`src/rtl/mmuPkg.sv`:
```
// Shared widths, types and constants of the Sv32 MMU; imported by every RTL module
package mmuPkg;

  //////////////////////////////////////////////////
  // Widths and counts
  //////////////////////////////////////////////////

  localparam int xlen           = 32;                  // Core data and virtual address width
  localparam int paBits         = 34;                  // Sv32 physical address width
  localparam int pageOffsetBits = 12;                  // 4 KiB page offset
  localparam int vpnLowBits     = 10;                  // VPN[0] field, passed through on megapages
  localparam int tlbEntries     = 4;
  localparam int tlbIdxBits     = $clog2(tlbEntries);  // Victim pointer width
  localparam int pmpEntries     = 4;
  localparam int asidBits       = 9;
  localparam int satpModeBit    = 31;                  // Sv32 enable in satp
  localparam int satpAsidLsb    = 22;                  // ASID field base in satp

  // Bit positions inside a three-bit fault group
  localparam int faultInstr = 2;
  localparam int faultLoad  = 1;
  localparam int faultStore = 0;

  // pmpcfg byte layout
  localparam int pmpLBit = 7;                  // Lock, also enforces in M-mode
  localparam int pmpAHi  = 4;
  localparam int pmpALo  = 3;
  localparam int pmpXBit = 2;
  localparam int pmpWBit = 1;
  localparam int pmpRBit = 0;
  localparam logic [1:0] pmpTor = 2'b01;       // Only address mode supported

  //////////////////////////////////////////////////
  // Types
  //////////////////////////////////////////////////

  typedef logic [xlen-1:0]                  vAdrT;
  typedef logic [paBits-1:0]                pAdrT;
  typedef logic [paBits-pageOffsetBits-1:0] ppnT;     // 22 bits
  typedef logic [xlen-pageOffsetBits-1:0]   vpnT;     // 20 bits
  typedef logic [asidBits-1:0]              asidT;
  typedef logic [paBits-3:0]                pmpAddrT; // PA[33:2]
  typedef logic [7:0]                       pmpCfgT;  // L, rsvd, A, X, W, R

  // Sv32 page table entry, same bit order as in memory
  typedef struct packed {
    ppnT        ppn;
    logic [1:0] rsw;                           // Free for software
    logic       d;
    logic       a;
    logic       g;
    logic       u;
    logic       x;
    logic       w;
    logic       r;
    logic       v;
  } pteT;

  typedef struct packed {
    logic instrAccess;
    logic loadAccess;
    logic storeAccess;                         // Store or AMO
    logic instrPage;
    logic loadPage;
    logic storePage;
    logic loadMisaligned;
    logic storeMisaligned;
    logic tlbMiss;                             // Walker must refill before retry
  } mmuFaultsT;

  typedef enum logic [1:0] {
    privUser       = 2'b00,
    privSupervisor = 2'b01,
    privMachine    = 2'b11
  } privModeT;

  typedef enum logic [1:0] {
    sizeByte   = 2'b00,
    sizeHalf   = 2'b01,
    sizeWord   = 2'b10,
    sizeDouble = 2'b11
  } accessSizeT;

  // Fixed physical memory map
  localparam pAdrT pmaRamBase = 34'h8000_0000; // 128 MiB main memory
  localparam pAdrT pmaRamMask = 34'h07FF_FFFF;
  localparam pAdrT pmaIoBase  = 34'h1000_0000; // 256 MiB peripherals
  localparam pAdrT pmaIoMask  = 34'h0FFF_FFFF;

endpackage

```
`src/rtl/mmu.sv`:
```
// Sv32 MMU top level; translates through the TLB, runs PMA/PMP checks and merges the faults
module mmu (
  input  logic                                       clk,
  input  logic                                       reset,
  input  logic [mmuPkg::xlen-1:0]                    satp,               // Mode and ASID used
  input  logic                                       statusMxr,
  input  logic                                       statusSum,
  input  mmuPkg::privModeT                           privilegeMode,
  input  logic                                       disableTranslation, // Walker and flush use PA
  input  mmuPkg::vAdrT                               vAdr,
  input  mmuPkg::accessSizeT                         size,
  input  mmuPkg::pteT                                pte,
  input  logic                                       pageTypeWriteVal,   // Megapage refill
  input  logic                                       tlbWrite,
  input  logic                                       tlbFlush,
  input  logic                                       executeAccess,
  input  logic                                       readAccess,
  input  logic                                       writeAccess,
  input  logic                                       atomicAccess,
  input  mmuPkg::pmpCfgT  [mmuPkg::pmpEntries-1:0]   pmpCfg,
  input  mmuPkg::pmpAddrT [mmuPkg::pmpEntries-1:0]   pmpAddr,
  output mmuPkg::pAdrT                               physicalAddress,
  output logic                                       cacheable,
  output logic                                       idempotent,
  output mmuPkg::mmuFaultsT                          faults
);
  import mmuPkg::*;

  logic       translate;
  ppnT        tlbPpn;
  logic       tlbHit, tlbMiss, tlbPageFault;
  logic       adrValid;                     // PA is meaningful this cycle
  logic [2:0] pmaFaults, pmpFaults;
  logic [2:0] accessFaults;
  logic       dataMisaligned;
  logic       readNoAmo;                    // AMOs fault as stores

  // Machine mode and bare satp bypass
  assign translate = satp[satpModeBit] & (privilegeMode != privMachine) & ~disableTranslation;

  tlb tlb_inst (
    .clk, .reset, .translate,
    .vpn(vAdr[xlen-1:pageOffsetBits]),
    .asid(satp[satpAsidLsb +: asidBits]),
    .privilegeMode, .statusMxr, .statusSum,
    .executeAccess, .readAccess, .writeAccess,
    .pte, .pageTypeWriteVal, .tlbWrite, .tlbFlush,
    .tlbPpn, .tlbHit, .tlbMiss, .tlbPageFault
  );

  // Page offset never changes
  assign physicalAddress = translate ? {tlbPpn, vAdr[pageOffsetBits-1:0]}
                                     : {{(paBits-xlen){1'b0}}, vAdr};
  assign adrValid = ~translate | tlbHit;

  //////////////////////////////////////////////////
  // Physical checks
  //////////////////////////////////////////////////

  pmaChecker pmaChecker_inst (
    .physicalAddress, .executeAccess, .readAccess, .writeAccess, .atomicAccess,
    .cacheable, .idempotent, .pmaFaults
  );

  pmpChecker pmpChecker_inst (
    .physicalAddress, .privilegeMode, .pmpCfg, .pmpAddr,
    .executeAccess, .readAccess, .writeAccess, .pmpFaults
  );

  // Checkers see a stale PA on a miss
  assign accessFaults = (pmaFaults | pmpFaults) & {3{~tlbMiss}};

  always_comb begin
    case (size)
      sizeByte:   dataMisaligned = 1'b0;
      sizeHalf:   dataMisaligned = vAdr[0];
      sizeWord:   dataMisaligned = |vAdr[1:0];
      sizeDouble: dataMisaligned = |vAdr[2:0];
      default:    dataMisaligned = 1'b0;
    endcase
  end

  assign readNoAmo = readAccess & ~writeAccess;

  //////////////////////////////////////////////////
  // Fault merge
  //////////////////////////////////////////////////

  always_comb begin
    faults.instrAccess     = accessFaults[faultInstr];
    faults.loadAccess      = accessFaults[faultLoad];
    faults.storeAccess     = accessFaults[faultStore];
    faults.instrPage       = tlbPageFault & executeAccess;
    faults.loadPage        = tlbPageFault & readNoAmo;
    faults.storePage       = tlbPageFault & writeAccess;
    faults.loadMisaligned  = dataMisaligned & readNoAmo & ~cacheable & adrValid;   // RAM splits in cache
    faults.storeMisaligned = dataMisaligned & writeAccess & ~cacheable & adrValid;
    faults.tlbMiss         = tlbMiss;
  end

endmodule

```
`src/rtl/pmaChecker.sv`:
```
// Physical memory attribute check against the fixed map; gives attributes and access faults
module pmaChecker (
  input  mmuPkg::pAdrT physicalAddress,
  input  logic         executeAccess,
  input  logic         readAccess,
  input  logic         writeAccess,
  input  logic         atomicAccess,
  output logic         cacheable,
  output logic         idempotent,
  output logic [2:0]   pmaFaults        // Instr, load, store/AMO
);
  import mmuPkg::*;

  logic inRam;
  logic inIo;
  logic mapped;
  logic storeLike;

  //////////////////////////////////////////////////
  // Region decode
  //////////////////////////////////////////////////

  assign inRam  = (physicalAddress & ~pmaRamMask) == pmaRamBase;
  assign inIo   = (physicalAddress & ~pmaIoMask) == pmaIoBase;
  assign mapped = inRam | inIo;   // Anything else is a hole

  // Only main memory may be cached or replayed
  assign cacheable  = inRam;
  assign idempotent = inRam;

  // AMOs report as stores
  assign storeLike = writeAccess | atomicAccess;

  //////////////////////////////////////////////////
  // Faults
  //////////////////////////////////////////////////

  // Fetch only from RAM
  assign pmaFaults[faultInstr] = executeAccess & ~inRam;
  assign pmaFaults[faultLoad]  = readAccess & ~mapped;
  // Peripherals have no atomic support
  assign pmaFaults[faultStore] = storeLike & (~mapped | (inIo & atomicAccess));

endmodule

```
`src/rtl/pmpChecker.sv`:
```
// Physical memory protection over four TOR entries; gives PMP access faults to mmu
module pmpChecker (
  input  mmuPkg::pAdrT                               physicalAddress,
  input  mmuPkg::privModeT                           privilegeMode,
  input  mmuPkg::pmpCfgT  [mmuPkg::pmpEntries-1:0]   pmpCfg,
  input  mmuPkg::pmpAddrT [mmuPkg::pmpEntries-1:0]   pmpAddr,
  input  logic                                       executeAccess,
  input  logic                                       readAccess,
  input  logic                                       writeAccess,
  output logic [2:0]                                 pmpFaults  // Instr, load, store/AMO
);
  import mmuPkg::*;

  pmpAddrT                   adrWord;     // Word address, compares directly with pmpaddr
  pmpAddrT [pmpEntries-1:0]  lowBound;
  logic    [pmpEntries-1:0]  entryMatch;
  pmpCfgT                    matchCfg;
  logic                      anyMatch;
  logic                      machine;
  logic                      enforce;
  logic    [2:0]             request;
  logic    [2:0]             allowed;

  assign adrWord = physicalAddress[paBits-1:2];

  // Entry i spans [pmpaddr[i-1], pmpaddr[i]), entry 0 starts at zero
  assign lowBound = {pmpAddr[pmpEntries-2:0], pmpAddrT'(0)};

  //////////////////////////////////////////////////
  // Range match
  //////////////////////////////////////////////////

  always_comb begin
    for (int i = 0; i < pmpEntries; i++) begin
      entryMatch[i] = (pmpCfg[i][pmpAHi:pmpALo] == pmpTor)  // OFF entries never match
                    & (adrWord >= lowBound[i])
                    & (adrWord < pmpAddr[i]);
    end
  end

  // Lowest-numbered match decides
  always_comb begin
    matchCfg = '0;
    for (int i = pmpEntries - 1; i >= 0; i--) begin
      if (entryMatch[i]) begin
        matchCfg = pmpCfg[i];
      end
    end
  end

  assign anyMatch = |entryMatch;
  assign machine  = privilegeMode == privMachine;
  assign enforce  = ~machine | matchCfg[pmpLBit];  // Lock binds M-mode too

  //////////////////////////////////////////////////
  // Decision
  //////////////////////////////////////////////////

  assign request[faultInstr] = executeAccess;
  assign request[faultLoad]  = readAccess;
  assign request[faultStore] = writeAccess;

  assign allowed[faultInstr] = matchCfg[pmpXBit];
  assign allowed[faultLoad]  = matchCfg[pmpRBit];
  assign allowed[faultStore] = matchCfg[pmpWBit];

  // No match: M-mode passes, S/U denied
  assign pmpFaults = anyMatch ? (request & ~allowed & {3{enforce}})
                              : (request & {3{~machine}});

endmodule

```
`src/rtl/tlb.sv`:
```
// Four-entry fully associative Sv32 TLB; refilled by an external walker, looked up by mmu
module tlb (
  input  logic             clk,
  input  logic             reset,
  input  logic             translate,        // Sv32 active for this access
  input  mmuPkg::vpnT      vpn,              // Lookup and refill tag
  input  mmuPkg::asidT     asid,
  input  mmuPkg::privModeT privilegeMode,
  input  logic             statusMxr,        // Loads may use X-only pages
  input  logic             statusSum,        // S-mode may touch U pages
  input  logic             executeAccess,
  input  logic             readAccess,
  input  logic             writeAccess,
  input  mmuPkg::pteT      pte,              // Leaf PTE from the walker
  input  logic             pageTypeWriteVal, // 1 = megapage
  input  logic             tlbWrite,         // Refill strobe
  input  logic             tlbFlush,         // sfence.vma, drops everything
  output mmuPkg::ppnT      tlbPpn,
  output logic             tlbHit,
  output logic             tlbMiss,
  output logic             tlbPageFault
);
  import mmuPkg::*;

  vpnT                   entryVpn  [tlbEntries];
  asidT                  entryAsid [tlbEntries];
  pteT                   entryPte  [tlbEntries];
  logic [tlbEntries-1:0] entryMega;
  logic [tlbEntries-1:0] entryValid;
  logic [tlbIdxBits-1:0] victim;     // Round-robin replacement
  logic [tlbEntries-1:0] match;
  logic                  anyMatch;
  pteT                   hitPte;
  logic                  hitMega;
  logic                  userFault, readFault, writeFault, execFault;
  logic                  adFault, alignFault;

  //////////////////////////////////////////////////
  // Entry storage
  //////////////////////////////////////////////////

  always_ff @(posedge clk) begin
    if (reset) begin
      entryValid <= '0;
      victim     <= '0;
    end else if (tlbFlush) begin            // Flush wins over a same-cycle write
      entryValid <= '0;
    end else if (tlbWrite) begin
      entryValid[victim] <= 1'b1;
      victim             <= victim + 1'b1;  // Wraps over all entries
    end
  end

  // Tag and PTE payload
  always_ff @(posedge clk) begin
    if (tlbWrite & ~tlbFlush) begin
      entryVpn[victim]  <= vpn;
      entryAsid[victim] <= asid;
      entryPte[victim]  <= pte;
      entryMega[victim] <= pageTypeWriteVal;
    end
  end

  //////////////////////////////////////////////////
  // Lookup
  //////////////////////////////////////////////////

  always_comb begin
    for (int i = 0; i < tlbEntries; i++) begin
      match[i] = entryValid[i]
               & (entryPte[i].g | (entryAsid[i] == asid))                          // Global skips ASID
               & (entryVpn[i][$bits(vpnT)-1:vpnLowBits] == vpn[$bits(vpnT)-1:vpnLowBits])
               & (entryMega[i] | (entryVpn[i][vpnLowBits-1:0] == vpn[vpnLowBits-1:0]));
    end
  end

  // Lowest matching index wins if software left duplicates
  always_comb begin
    hitPte  = '0;
    hitMega = 1'b0;
    for (int i = tlbEntries - 1; i >= 0; i--) begin
      if (match[i]) begin
        hitPte  = entryPte[i];
        hitMega = entryMega[i];
      end
    end
  end

  assign anyMatch = |match;
  assign tlbHit   = translate & anyMatch;
  assign tlbMiss  = translate & ~anyMatch;

  // Megapage keeps VPN[0] from the virtual address
  assign tlbPpn = hitMega ? {hitPte.ppn[$bits(ppnT)-1:vpnLowBits], vpn[vpnLowBits-1:0]}
                          : hitPte.ppn;

  //////////////////////////////////////////////////
  // Permission check
  //////////////////////////////////////////////////

  assign userFault  = ((privilegeMode == privUser) & ~hitPte.u)
                    | ((privilegeMode == privSupervisor) & hitPte.u
                       & (executeAccess | ~statusSum));   // SUM never covers fetch
  assign readFault  = readAccess & ~(hitPte.r | (statusMxr & hitPte.x));
  assign writeFault = writeAccess & ~hitPte.w;
  assign execFault  = executeAccess & ~hitPte.x;
  assign adFault    = ~hitPte.a | (writeAccess & ~hitPte.d); // No hardware A/D update
  assign alignFault = hitMega & (|hitPte.ppn[vpnLowBits-1:0]);

  assign tlbPageFault = tlbHit & (userFault | readFault | writeFault | execFault
                                  | adFault | alignFault);

endmodule

```
`config.mk`:
```
export PLATFORM = sky130hd
export DESIGN_NAME = mmu
export DESIGN_NICKNAME = d
export VERILOG_FILES = /design/src/rtl/mmuPkg.sv /design/src/rtl/mmu.sv /design/src/rtl/pmaChecker.sv /design/src/rtl/pmpChecker.sv /design/src/rtl/tlb.sv
export SDC_FILE = /design/constraint.sdc
export NUM_CORES = 1
export LEC_CHECK = 0
export BUFFER_PORTS_ARGS = -buffer_cell sky130_fd_sc_hd__clkbuf_2
export CAP_MARGIN = 25
export CORE_MARGIN = 2
export CORE_UTILIZATION = 50
export CTS_BUF_LIST = sky130_fd_sc_hd__clkbuf_4 sky130_fd_sc_hd__clkbuf_8 sky130_fd_sc_hd__clkbuf_16
export DETAILED_ROUTE_END_ITERATION = 7
export HOLD_SLACK_MARGIN = 0.08
export PLACE_DENSITY = 0.72
export SLEW_MARGIN = 40
export SYNTH_ARGS = -nofsm -noshare
export SYNTH_HDL_FRONTEND = slang
export SYNTH_SLANG_ARGS = --single-unit
```
`constraint.sdc`:
```
create_clock -name clk -period 12.76 [get_ports clk]
set_input_delay 0.638 -clock clk [delete_from_list [all_inputs] [get_ports clk]]
set_output_delay 0.638 -clock clk [all_outputs]
set_load 0.01 [all_outputs]
```
-- Word-level counts from Yosys, hierarchy flattened
Memory sizes are Yosys's and may differ from the RTL's.
Index checks and enable logic that the tools add are counted.
- multiply operators: 0
- shift-type cells: 0
- bitwise operators: 94
- add/subtract/negate cells: 1
- divide/modulo/power cells: 0
- equal/unequal tests: 24
- multiplexer cells: 21
- order comparisons: 10
- reduce and logical (&&, ||, !) cells: 10
- operators by type and width (kind ; count):
    $lt 32x32->1 ; 4
    $mux 32 ; 4
    $ge 32x32->1 ; 3
    $eq 10x10->1 ; 8
    $and 1x1->1 ; 49
    $eq 9x9->1 ; 4
    $mux 34 ; 1
    $ge 32x1->1 const B ; 1
    $mux 8 ; 4
    $or 1x1->1 ; 22
    $not 1->1 ; 16
    $and 3x3->3 ; 4
    $eq 2x1->1 const B ; 6
    $mux 10 ; 1
    $reduce_or 10->1 ; 1
    $reduce_or 4->1 ; 2
    $eq 7x5->1 const B ; 1
    $mux 1 ; 7
    $eq 2x2->1 const B ; 3
    $eq 6x1->1 const B ; 1
    $bwmux 4 ; 1
    $logic_not 2->1 ; 2
    $or 4x4->4 ; 1
    $pmux 1 s4 ; 1
    other kinds (12) ; 13
- bits of input ports: 272
- output and inout bits: 45
- memories: 3
- bits in read-only memories: 0
- register bits: 10
- latch bits: 0
- logic and storage cells: 166
- RAM bits: 244
- memories (memory ; depth ; bits a word ; read ports ; clocked after memory_dff ; write ports ; RTL line ; RTL):
    tlb_inst.entryPte ; 4 ; 32 ; 4 ; 0 ; 1 ; tlb.sv:27 ; pteT entryPte [tlbEntries];
    tlb_inst.entryVpn ; 4 ; 20 ; 4 ; 0 ; 1 ; tlb.sv:25 ; vpnT entryVpn [tlbEntries];
    tlb_inst.entryAsid ; 4 ; 9 ; 4 ; 0 ; 1 ; tlb.sv:26 ; asidT entryAsid [tlbEntries];

-- Longest topological paths before layout
Gate-level depths: netlist of run 1.
An unclocked memory read counts as a cell.
- depth in word-level cells: 25
- gate-level depth with buffers: 25
- mapped depth without buffers: 21

-- Cells and area by module
A second synthesis of run 1 with hierarchy kept.
- cells, all modules: 1240
- area, all modules: 14273.7 um^2
- by module, submodules not included (module ; area each (um^2) ; cells an instance ; times used):
    tlb ; 10098.4 ; 679 ; 1
    pmpChecker ; 3616.0 ; 495 ; 1
    mmu ; 471.7 ; 56 ; 1
    pmaChecker ; 87.6 ; 10 ; 1

-- Least setup slack after synthesis of run 1
Ideal clock, no wire load.
- path kind: input-to-output
- from: input port vAdr[16]
- to: output port faults[8] in the netlist's numbering
- setup slack: 6.164 ns
- stages: 23
- data arrival time: 5.958 ns
- path buffers: 3
- path through: buf_2 xor2_1 nor4_1 a41oi_2 or3_1 buf_2 buf_6 a32oi_1 o21ai_0 a22o_1 nor2_2 mux2_2 ha_1 a21o_1 nand3_1 a21oi_1 a2111oi_0 o221ai_1 a211oi_1 a211oi_1 o31ai_1 nand4_1 a211oi_1
- RTL lines (item ; RTL line ; RTL):
    start, declared ; mmu.sv:10 ; input mmuPkg::vAdrT vAdr,
    end, declared ; mmu.sv:25 ; output mmuPkg::mmuFaultsT faults

==> results.toml, run 1 <==
[outcome]
status = "complete, no violations"

[finish]
fillers = 2306
utilization_pct = 59.5
syn_to_final_growth_pct = 18.0
layout-drive-gt1-share_pct = 24.4
fin_nets = 1879

[global_route]
grt_pass1_wl_um = 54900
grt_max_degree = 60
grt_pass1_vias = 9892
overflow = 0
antenna_found_initial = 8
gr-usage-all-layers_pct = 24.7

[cts]
insertion_delay_ns = 0.49
cts_resized = 0
cts_sinks = 242
clk_pin_slew_ns = 0.07
h-tree-depth = 1
cts_tree = "yes"
clock_path_buffers = 3
postCtsSetupBuffers = 0
cts-root-buf = "clkbuf_16"
cts_buffers = 22
postCtsHoldBufs = 0

[placed_design]
io_buffers = 283
dpl_worst_slack_ns = 4.59
place.gp.congestion = 0.877
dp_hpwl_um = 28700

[sta]
finalCriticalPeriod_ns = 8.28
max_freq_mhz = 121
maxSlewHeadroom_pct = 48.4
setup_viol = 0
hold_viol = 0
worst_pin_slew_ns = 0.775
setup_ws_ns = 4.48
period_share_pct = 64.9
rsz0062_at_grt = "no"
fin_setup_tns_ns = 0
clock_skew_ns = 0.00903
slew_violations = 0
worst_hold_slack_ns = 0.354

[worst_setup_path]
crit_path_start_kind = "primary input"
slowest_delay_ns = 0.74
crit_chain = "clkbuf_2 > xor2_1 > nor4_1 > a41oi_2 > or3_1 > a32oi_1 > o21ai_0 > a22o_1 > nor2_2 > mux2_2 > ha_1 > a21o_1 > nand3_1 > a21oi_1 > a2111oi_0 > o221ai_1 > a211oi_1 > a211oi_1 > o31ai_1 > nand3_1 > o31ai_1 > clkbuf_2"
path_max_fanout = 17
ff2ff_setup_slack_ns = 10.98
crit_required_ns = 12.12
endpoint_kind = "primary output"
reg2reg_to = "tlb_inst.entryPte[2][20]"
path_class = "primary input to primary output"
cp_slowest_cell = "a211oi_1"
cp-startpoint = "vAdr[16]"
crit_end = "faults[7]"
cp.arrival_ns = 7.64
r2r-start = "tlb_inst.victim[0]"
ff2ff_path_depth = 5

[yosys]
synth_seq_cells = 242
synth_fp_nets = 1609
ys_warn_count = 0
synth_async_sr_flop_share_pct = 0
ys_top_cells_by_area = "edfxtp_1, ha_1, xor2_1"
ys_seq_area_share_pct = 51.7
netlist_instances = 1206
synth_top_area_share_pct = 50.9
ys.flop_type = "edfxtp_1"
synth_cell_types = 69
synth-edff-count = 236
syn_area_per_cell_um2 = 11.6
yosys.area.top_type = "edfxtp_1"
syn_area_um2 = 13900

[floorplan]
core_um2 = 27600
ios = 317
die_area_um2 = 29200
rows = 61
initial_core_util_pct = 50.4
fp.dieH_um = 171
fp.dieW_um = 171

[pwr]
power_leakage_nw = 7.12
max-vdd-ir-drop_mv = 0.120
p_per_area_nw_per_um2 = 109

[detailed_routing]
drtAntennaViolNets = 0
wl_um = 37600
dr.pass1.iters = 5
wire_per_inst_um = 20.1
num_vias = 10300
drc = 0
drt_iter0_drc = 706
via_per_inst = 5.50

[hold_path]
hp-class = "primary input to flip-flop"

[job]
max-cap-violations = 0
==> registers in the layout, indices dropped and copies added (netlist names) <==
signal,flops
tlb_inst.entryPte,116
tlb_inst.entryVpn,80
tlb_inst.entryAsid,36
tlb_inst.entryMega,4
tlb_inst.entryValid,4
tlb_inst.victim,2
==> worst max-delay path, delay by kind of cell <==
kind	cells	cell delay [ns]
multiplexers	1	0.50
AND/OR/NAND/NOR	5	1.88
AO/OA/AOI/OAI	12	3.61
XOR/XNOR	1	0.22
adder cells (fa/ha/maj)	1	0.32
buffers and inverters	2	0.46
==> through the flow <==
step,cells,instance area [um2],power [mW]
global placement,1826,15600,1.15
detailed placement,1828,15700,1.15
floorplan,1206,13900,1.05
global route,1870,16400,1.85
CTS,1866,16400,1.79
finish,1872,16400,1.79
==> layout make-up <==
class / count / area, um2 / share of cell area [%]
flip-flops and latches: 242 / 7210 / 43.8
multi-input cells: 769 / 5910 / 36.0
repair buffers: 299 / 1590 / 9.65
clock buffers: 27 / 606 / 3.68
inverters: 142 / 533 / 3.24
well taps: 378 / 473 / 2.88
clock inverters: 11 / 108 / 0.655
diodes: 4 / 10.0 / 0.0609
==> power by group <==
part           switching, mW  internal (mW)  leakage, nW
sequential           0.00562          0.890         2.19
clock                  0.268          0.378        0.357
combinational          0.142          0.101         4.57
==> synth_stat cells, types with 5 or more instances <==
cell type,instances
buf_2,15
xor2_1,61
o211ai_1,7
mux2_2,11
o21ai_0,44
edfxtp_1,236
nand2b_1,5
and2_1,6
a211oi_1,8
o21a_1,8
a31oi_1,6
nor3_1,26
inv_1,142
mux2i_1,7
a41oi_1,5
nor2b_1,7
nor4b_1,8
a21oi_1,61
nand2_1,75
o31ai_1,7
ha_1,131
nor2_1,32
a22o_1,9
clkbuf_1,17
buf_6,5
nand3_1,24
or3_1,8
a311oi_1,6
a32oi_1,10
nand4_1,37
buf_4,14
a21o_1,26
nor4_1,19
xnor2_1,53
dfxtp_1,6
==> routing by layer <==
metal	share of wire [%]	GRT usage, %	up-vias
met5	0.15	0	-
li1	-	-	4974
met4	3.6	9.10	8
met2	49	42.9	391
met3	6.8	4.30	72
met1	41	31.0	4857
==> logic make-up (layout without fill, tap and decap cells) <==
family / after synthesis / after routing / synth area share (%)
AOI/OAI and AO/OA: 236 / 236 / 11.6
muxes: 18 / 18 / 1.39
buffers and inverters: 195 / 479 / 6.04
and+or+nand+nor: 267 / 267 / 9.95
DFF: 242 / 242 / 51.7
adders and majority gates: 131 / 131 / 11.8
xor gates and xnor gates: 117 / 117 / 7.52
other: 0 / 4 / 0
==> worst min-delay path by stage <==
stage	from	to	slack (ns)	cells after the start
floorplan	tlb_inst.entryValid[1]	tlb_inst.entryValid[1]	0.48	2
global placement	tlb_inst.entryValid[3]	tlb_inst.entryValid[3]	0.51	2
detailed placement	tlb_inst.entryValid[3]	tlb_inst.entryValid[3]	0.51	2
CTS	pte[12]	tlb_inst.entryPte[1][12]	0.34	1
global route	pte[20]	tlb_inst.entryPte[1][20]	0.35	1
finish	pte[12]	tlb_inst.entryPte[1][12]	0.35	1
==> cell usage in the layout, fill, tap and decap left out, types with 6 or more instances in the layout <==
master / count
clkbuf_2: 283
edfxtp_1: 236
inv_1: 142
ha_1: 131
nand2_1: 75
xor2_1: 61
a21oi_1: 61
xnor2_1: 53
o21ai_0: 39
nand4_1: 37
nor2_1: 32
a21o_1: 26
nor3_1: 24
nand3_1: 24
clkbuf_16: 23
nor4_1: 19
buf_4: 12
mux2_2: 11
a32oi_1: 10
a22o_1: 9
or3_1: 8
nor4b_1: 8
o21a_1: 8
a211oi_1: 8
mux2i_1: 7
nor2b_1: 7
o31ai_1: 7
o211ai_1: 7
o21ai_1: 6
a311oi_1: 6
a31oi_1: 6
dfxtp_1: 6
(Power assumes the default switching activity.)
==> inputs of run 2 (changes only) <==
- ABC_AREA: not set -> 1
- PLACE_DENSITY: 0.72 -> 0.74
- clock period: 12.76 -> 6.65 ns (I/O delays scaled with it)
==> run 2 against run 1 <==
First-iteration DRC count grew 28%. Wire length grew 9.2%. Clock skew up 0.0013 ns. Via count is 24% higher. Highest routed layer unchanged.
==> results.toml, run 2 <==
[outcome]
status = "complete, no violations"

[worst_setup_path]
crit_end = "faults[7]"
worst-path-stages = 31
cp_slowest_cell = "a22oi_1"
r2r-start = "tlb_inst.victim[0]"
endpoint_kind = "primary output"
path_max_fanout = 22
crit_required_ns = 6.32
ff2ff_path_depth = 5
cp.arrival_ns = 5.84
ff2ff_setup_slack_ns = 4.38
critical-path-top-delay-family = "simple AND/OR/NAND/NOR gates"
crit_path_start_kind = "primary input"
reg2reg_to = "tlb_inst.entryVpn[2][9]"
path_class = "primary input to primary output"
slowest_delay_ns = 0.59
cp-startpoint = "vAdr[12]"
cp_num_buf_inv = 8
cp_common_cell = "nand2_1"

[sta]
finalCriticalPeriod_ns = 6.18
hold_viol = 0
clock_skew_ns = 0.0104
rsz0062_at_grt = "no"
period_share_pct = 92.9
slew_violations = 0
max_freq_mhz = 162
maxSlewHeadroom_pct = 44.6
setup_viol = 0
fin_setup_tns_ns = 0
worst_pin_slew_ns = 0.830

[yosys]
yosysMostFrequentCell = "nand2_1"
synth_cell_types = 45
synth_top_area_share_pct = 47.5
netlist_instances = 1725
synth-edff-count = 236
synth_seq_cells = 242
syn_area_um2 = 14900
ys_seq_area_share_pct = 48.3
ys.flop_type = "edfxtp_1"
ys_top_cells_by_area = "edfxtp_1, nand2_1, ha_1"
ys_warn_count = 0
synth_commonest_cells = "nand2_1, inv_1, edfxtp_1"
synth_fp_nets = 2128
yosys.area.top_type = "edfxtp_1"
synth_async_sr_flop_share_pct = 0
syn_area_per_cell_um2 = 8.65

[finish]
layout-drive-gt1-share_pct = 18.5
layout_common_cells = "nand2_1, clkbuf_2, inv_1"
largest_reg_flops = 116
top_regs = "tlb_inst.entryPte (116), tlb_inst.entryVpn (80), tlb_inst.entryAsid (36)"
top_register = "tlb_inst.entryPte"
final_area_um2 = 17800
fin_nets = 2439
syn_to_final_growth_pct = 19.2
final_common_cell = "nand2_1"

[global_route]
overflow = 0
grtUsageMet2_pct = 46.3
antenna_found_initial = 4
grt_util_met3_pct = 3.97
grt_pass1_vias = 12400
grt_max_degree = 60
grt-busiest-layer = "met2"
grt_pass1_wl_um = 63900
gr-usage-all-layers_pct = 26.1
use_met1_pct = 32.1

[detailed_routing]
wire_per_inst_um = 16.8
dr.pass1.iters = 7
via_per_inst = 5.21
drc = 0
drtAntennaViolNets = 0
drt_iter0_drc = 902
num_vias = 12700
wl_um = 41100

[pwr]
total_power_mw = 3.54
p_per_area_nw_per_um2 = 199
max-vdd-ir-drop_mv = 0.219
power_leakage_nw = 8.75

[hold_path]
hp-class = "primary input to flip-flop"
min_from = "pte[2]"
hold_depth = 1

[cts]
cts_buffers = 24
h-tree-depth = 1
cts_tree = "yes"
clock_path_buffers = 3
postCtsSetupBuffers = 0
cts-root-buf = "clkbuf_16"
clk_pin_slew_ns = 0.06
cts_sinks = 242
insertion_delay_ns = 0.51

[placed_design]
place.gp.congestion = 0.960
io_buffers = 283
placed_area_um2 = 16700
dp_hpwl_um = 30700

[floorplan]
initial_core_util_pct = 50.6
fp.dieW_um = 177
rows = 63
die_area_um2 = 31200
ios = 317
fp.dieH_um = 177
core_um2 = 29500

[job]
max-cap-violations = 0
## run 2: cell types whose count changed after synthesis, sizes merged, moves of 11 or more
cell	before	now
a21o	26	3
xor2	61	17
nor2	34	173
nand3	24	95
nor4	19	4
o21ai	45	60
xnor2	56	25
nand2	75	454
a21oi	61	98
mux2	11	0
inv	142	298
clkbuf	17	2
nor3	27	9
## run 2: kinds of logic after synthesis
group / share of synthesized area [%]
DFF: 48.3
xor gates and xnor gates: 2.52
adders and majority gates: 11.0
buffers and inverters: 9.25
and+or+nand+nor: 22.0
AOI/OAI and AO/OA: 6.92
## run 2: timing repair
item	CTS	global route
resized for setup	0	5
hold buffers	29	0
hold endpoints to repair	111	0
setup endpoints to repair	0	3
## run 2: final cells by class
| type | count | area (um2) |
|---|---|---|
| diodes | 3 | 7.51 |
| repair buffers | 325 | 1810 |
| inverters | 298 | 1120 |
| multi-input cells | 1145 | 6380 |
| clock inverters | 8 | 60.1 |
| flip-flops and latches | 242 | 7210 |
| fillers | 2589 | 11700 |
| well taps | 390 | 488 |
| clock buffers | 35 | 701 |
## run 2: through the flow
| step | worst slack (ns) | cells | hold WS [ns] | util [%] |
|---|---|---|---|---|
| floorplan | 2.32 | 1725 | 0.402 | - |
| global placement | 0.898 | 2371 | 0.490 | 56.6 |
| detailed placement | 0.848 | 2371 | 0.499 | 56.6 |
| CTS | 0.407 | 2443 | 0.0845 | 60.2 |
| global route | 0.0261 | 2446 | 0.101 | 60.3 |
| finish | 0.474 | 2446 | 0.108 | 60.3 |
## run 2: how the worst min path moves through the flow
stage | endpoint
floorplan | tlb_inst.victim[0]
global route | tlb_inst.entryPte[0][3]
detailed placement | tlb_inst.victim[0]
finish | tlb_inst.entryPte[1][2]
global placement | tlb_inst.victim[0]
CTS | tlb_inst.entryPte[0][2]
## run 2: layer usage
| metal | up-vias | share of wire (%) | routed length [um] |
|---|---|---|---|
| met2 | 526 | 49 | 20200 |
| met1 | 5850 | 40 | 16500 |
| li1 | 6272 | - | - |
| met4 | 2 | 3.4 | 1380 |
| met3 | 86 | 7.2 | 2960 |
| met5 | - | 0.032 | 13 |
## run 2: report_power, final
part,internal (mW),switching (mW)
sequential,1.71,0.0103
clock,0.768,0.537
combinational,0.202,0.313
==> inputs of run 3 (changes only) <==
==> constraint.sdc (replaced) <==
create_clock -name clk -period 6.65 [get_ports clk]
set_input_delay 1.6625 -clock clk [delete_from_list [all_inputs] [get_ports clk]]
set_output_delay 1.6625 -clock clk [all_outputs]
set_load 0.01 [all_outputs]
==> run 3 against run 2 <==
The flow now finishes with violations (setup timing). Clock skew fell by 0.0039 ns. Utilization rose by 11 points. Clock power hardly changed. Cell count is 8.6% higher. Worst hold slack better by 0.40 ns. Highest routed layer is now met4. Non-clock buffer count increased by 210. Worst setup slack got worse by 1.2 ns. Count of clock-buffer cells in the layout down 6. Via count up 9.6%. Global-route usage rose by 1.4 points. Wire length is 11% higher.
==> results.toml, run 3 (same netlist as run 2, synthesis figures left out) <==
[outcome]
status = "finished, violations left"
failed_checks = "setup timing"

[worst_setup_path]
ff2ff_path_depth = 6
cp.arrival_ns = 5.76
worst-path-stages = 32
critical-path-top-delay-family = "simple AND/OR/NAND/NOR gates"
cp_common_cell = "nand2_1"
crit_required_ns = 4.99
cp_num_buf_inv = 10
ff2ff_setup_slack_ns = 4.46
path_class = "primary input to primary output"
endpoint_kind = "primary output"
cp_slowest_cell = "o21ai_0"
path_max_fanout = 26
crit_path_start_kind = "primary input"
slowest_delay_ns = 0.33

[sta]
finalCriticalPeriod_ns = 7.42
fin_setup_tns_ns = -4.07
setup_viol = 7
maxSlewHeadroom_pct = 60.2
worst_hold_slack_ns = 0.506
period_share_pct = 112
rsz0062_at_grt = "yes"
slew_violations = 0
hold_viol = 0
max_freq_mhz = 135
setup_ws_ns = -0.775
worst_pin_slew_ns = 0.595
clock_skew_ns = 0.00644

[floorplan]
ios = 317
die_area_um2 = 31200
rows = 63
initial_core_util_pct = 50.6
fp.dieW_um = 177
core_um2 = 29500
fp.dieH_um = 177

[placed_design]
dp_hpwl_um = 32800
place.gp.congestion = 0.900
placed_area_um2 = 18200
io_buffers = 283

[finish]
largest_reg_flops = 116
fin_nets = 2648
top_register = "tlb_inst.entryPte"
layout_common_cells = "nand2_1, inv_1, clkbuf_2"
final_common_cell = "nand2_1"
final_area_um2 = 21100
layout-drive-gt1-share_pct = 36.7
syn_to_final_growth_pct = 41.3
top_regs = "tlb_inst.entryPte (116), tlb_inst.entryVpn (80), tlb_inst.entryAsid (36)"
utilization_pct = 71.5

[global_route]
overflow = 0
grt_max_degree = 40
grt_pass1_wl_um = 67600
gr-usage-all-layers_pct = 27.5
grt_pass1_vias = 13700
antenna_found_initial = 6

[detailed_routing]
wire_per_inst_um = 17.2
drc = 0
drt_iter0_drc = 850
wl_um = 45600
dr.pass1.iters = 5
num_vias = 14000
via_per_inst = 5.25
drtAntennaViolNets = 0

[cts]
cts_sinks = 242
insertion_delay_ns = 0.52
cts_tree = "yes"
postCtsHoldBufs = 0
h-tree-depth = 1
clock_path_buffers = 3
cts-root-buf = "clkbuf_16"
clk_pin_slew_ns = 0.06
cts_buffers = 23

[pwr]
total_power_mw = 3.79
max-vdd-ir-drop_mv = 0.228
p_per_area_nw_per_um2 = 180
power_leakage_nw = 10.2

[hold_path]
hp-class = "flip-flop to flip-flop"
hold_depth = 2

[job]
max-cap-violations = 0
## run 3: cell types whose count changed in the layout (fill, tap and decap cells not counted), sizes merged
cell | previous run | this run
buf | 13 | 279
clkbuf | 318 | 285
dlygate4sd3 | 29 | 0
diode | 3 | 7
bufinv | 1 | 3
clkinv | 7 | 6
clkinvlp | 0 | 1
## run 3: metal layers
metal	part of all wire [%]	vias up	wire (um)	track usage, %
li1	-	6702	-	-
met1	37	6507	17100	30.6
met2	51	612	23200	50.7
met3	7.0	134	3190	5.15
met4	4.7	0	2130	12.9
met5	0	-	0	0
## run 3: worst min-delay path, stage by stage (launching register included)
cell and delay (ns):
dfxtp_1 0.34, nand2_1 0.07, a21oi_1 0.05
## run 3: final timing paths
kind | endpoint | from
worst max-delay path | faults[8] | vAdr[18]
worst min-delay path | tlb_inst.victim[0] | tlb_inst.victim[0]
worst max register to register | tlb_inst.entryVpn[0][11] | tlb_inst.victim[0]
worst min register to register | tlb_inst.victim[0] | tlb_inst.victim[0]
## run 3: power breakdown
part | switching [mW] | internal (mW)
clock | 0.549 | 0.776
sequential | 0.0116 | 1.71
combinational | 0.395 | 0.345
## run 3: repair_timing
item	CTS	global route
gates resized for setup	150	263
endpoints found under the setup margin	3	7
gates cloned	4	1
pin swaps	67	127
setup buffers	34	24
## run 3: area by class of cell
type	instances	area, um2
fillers	2128	8410
multi-input cells	1145	7580
flip-flops and latches	242	7210
repair buffers	535	3860
inverters	298	1160
clock buffers	29	621
well taps	390	488
clock inverters	10	129
diodes	7	17.5
## run 3: through the flow
stage                     cells  worst slack [ns]
final                      2656            -0.775
after global routing       2652            -0.949
after CTS                  2624            -0.624
after detailed placement   2547            -0.924
after global placement     2543            -0.803
after floorplan            1725           0.00218
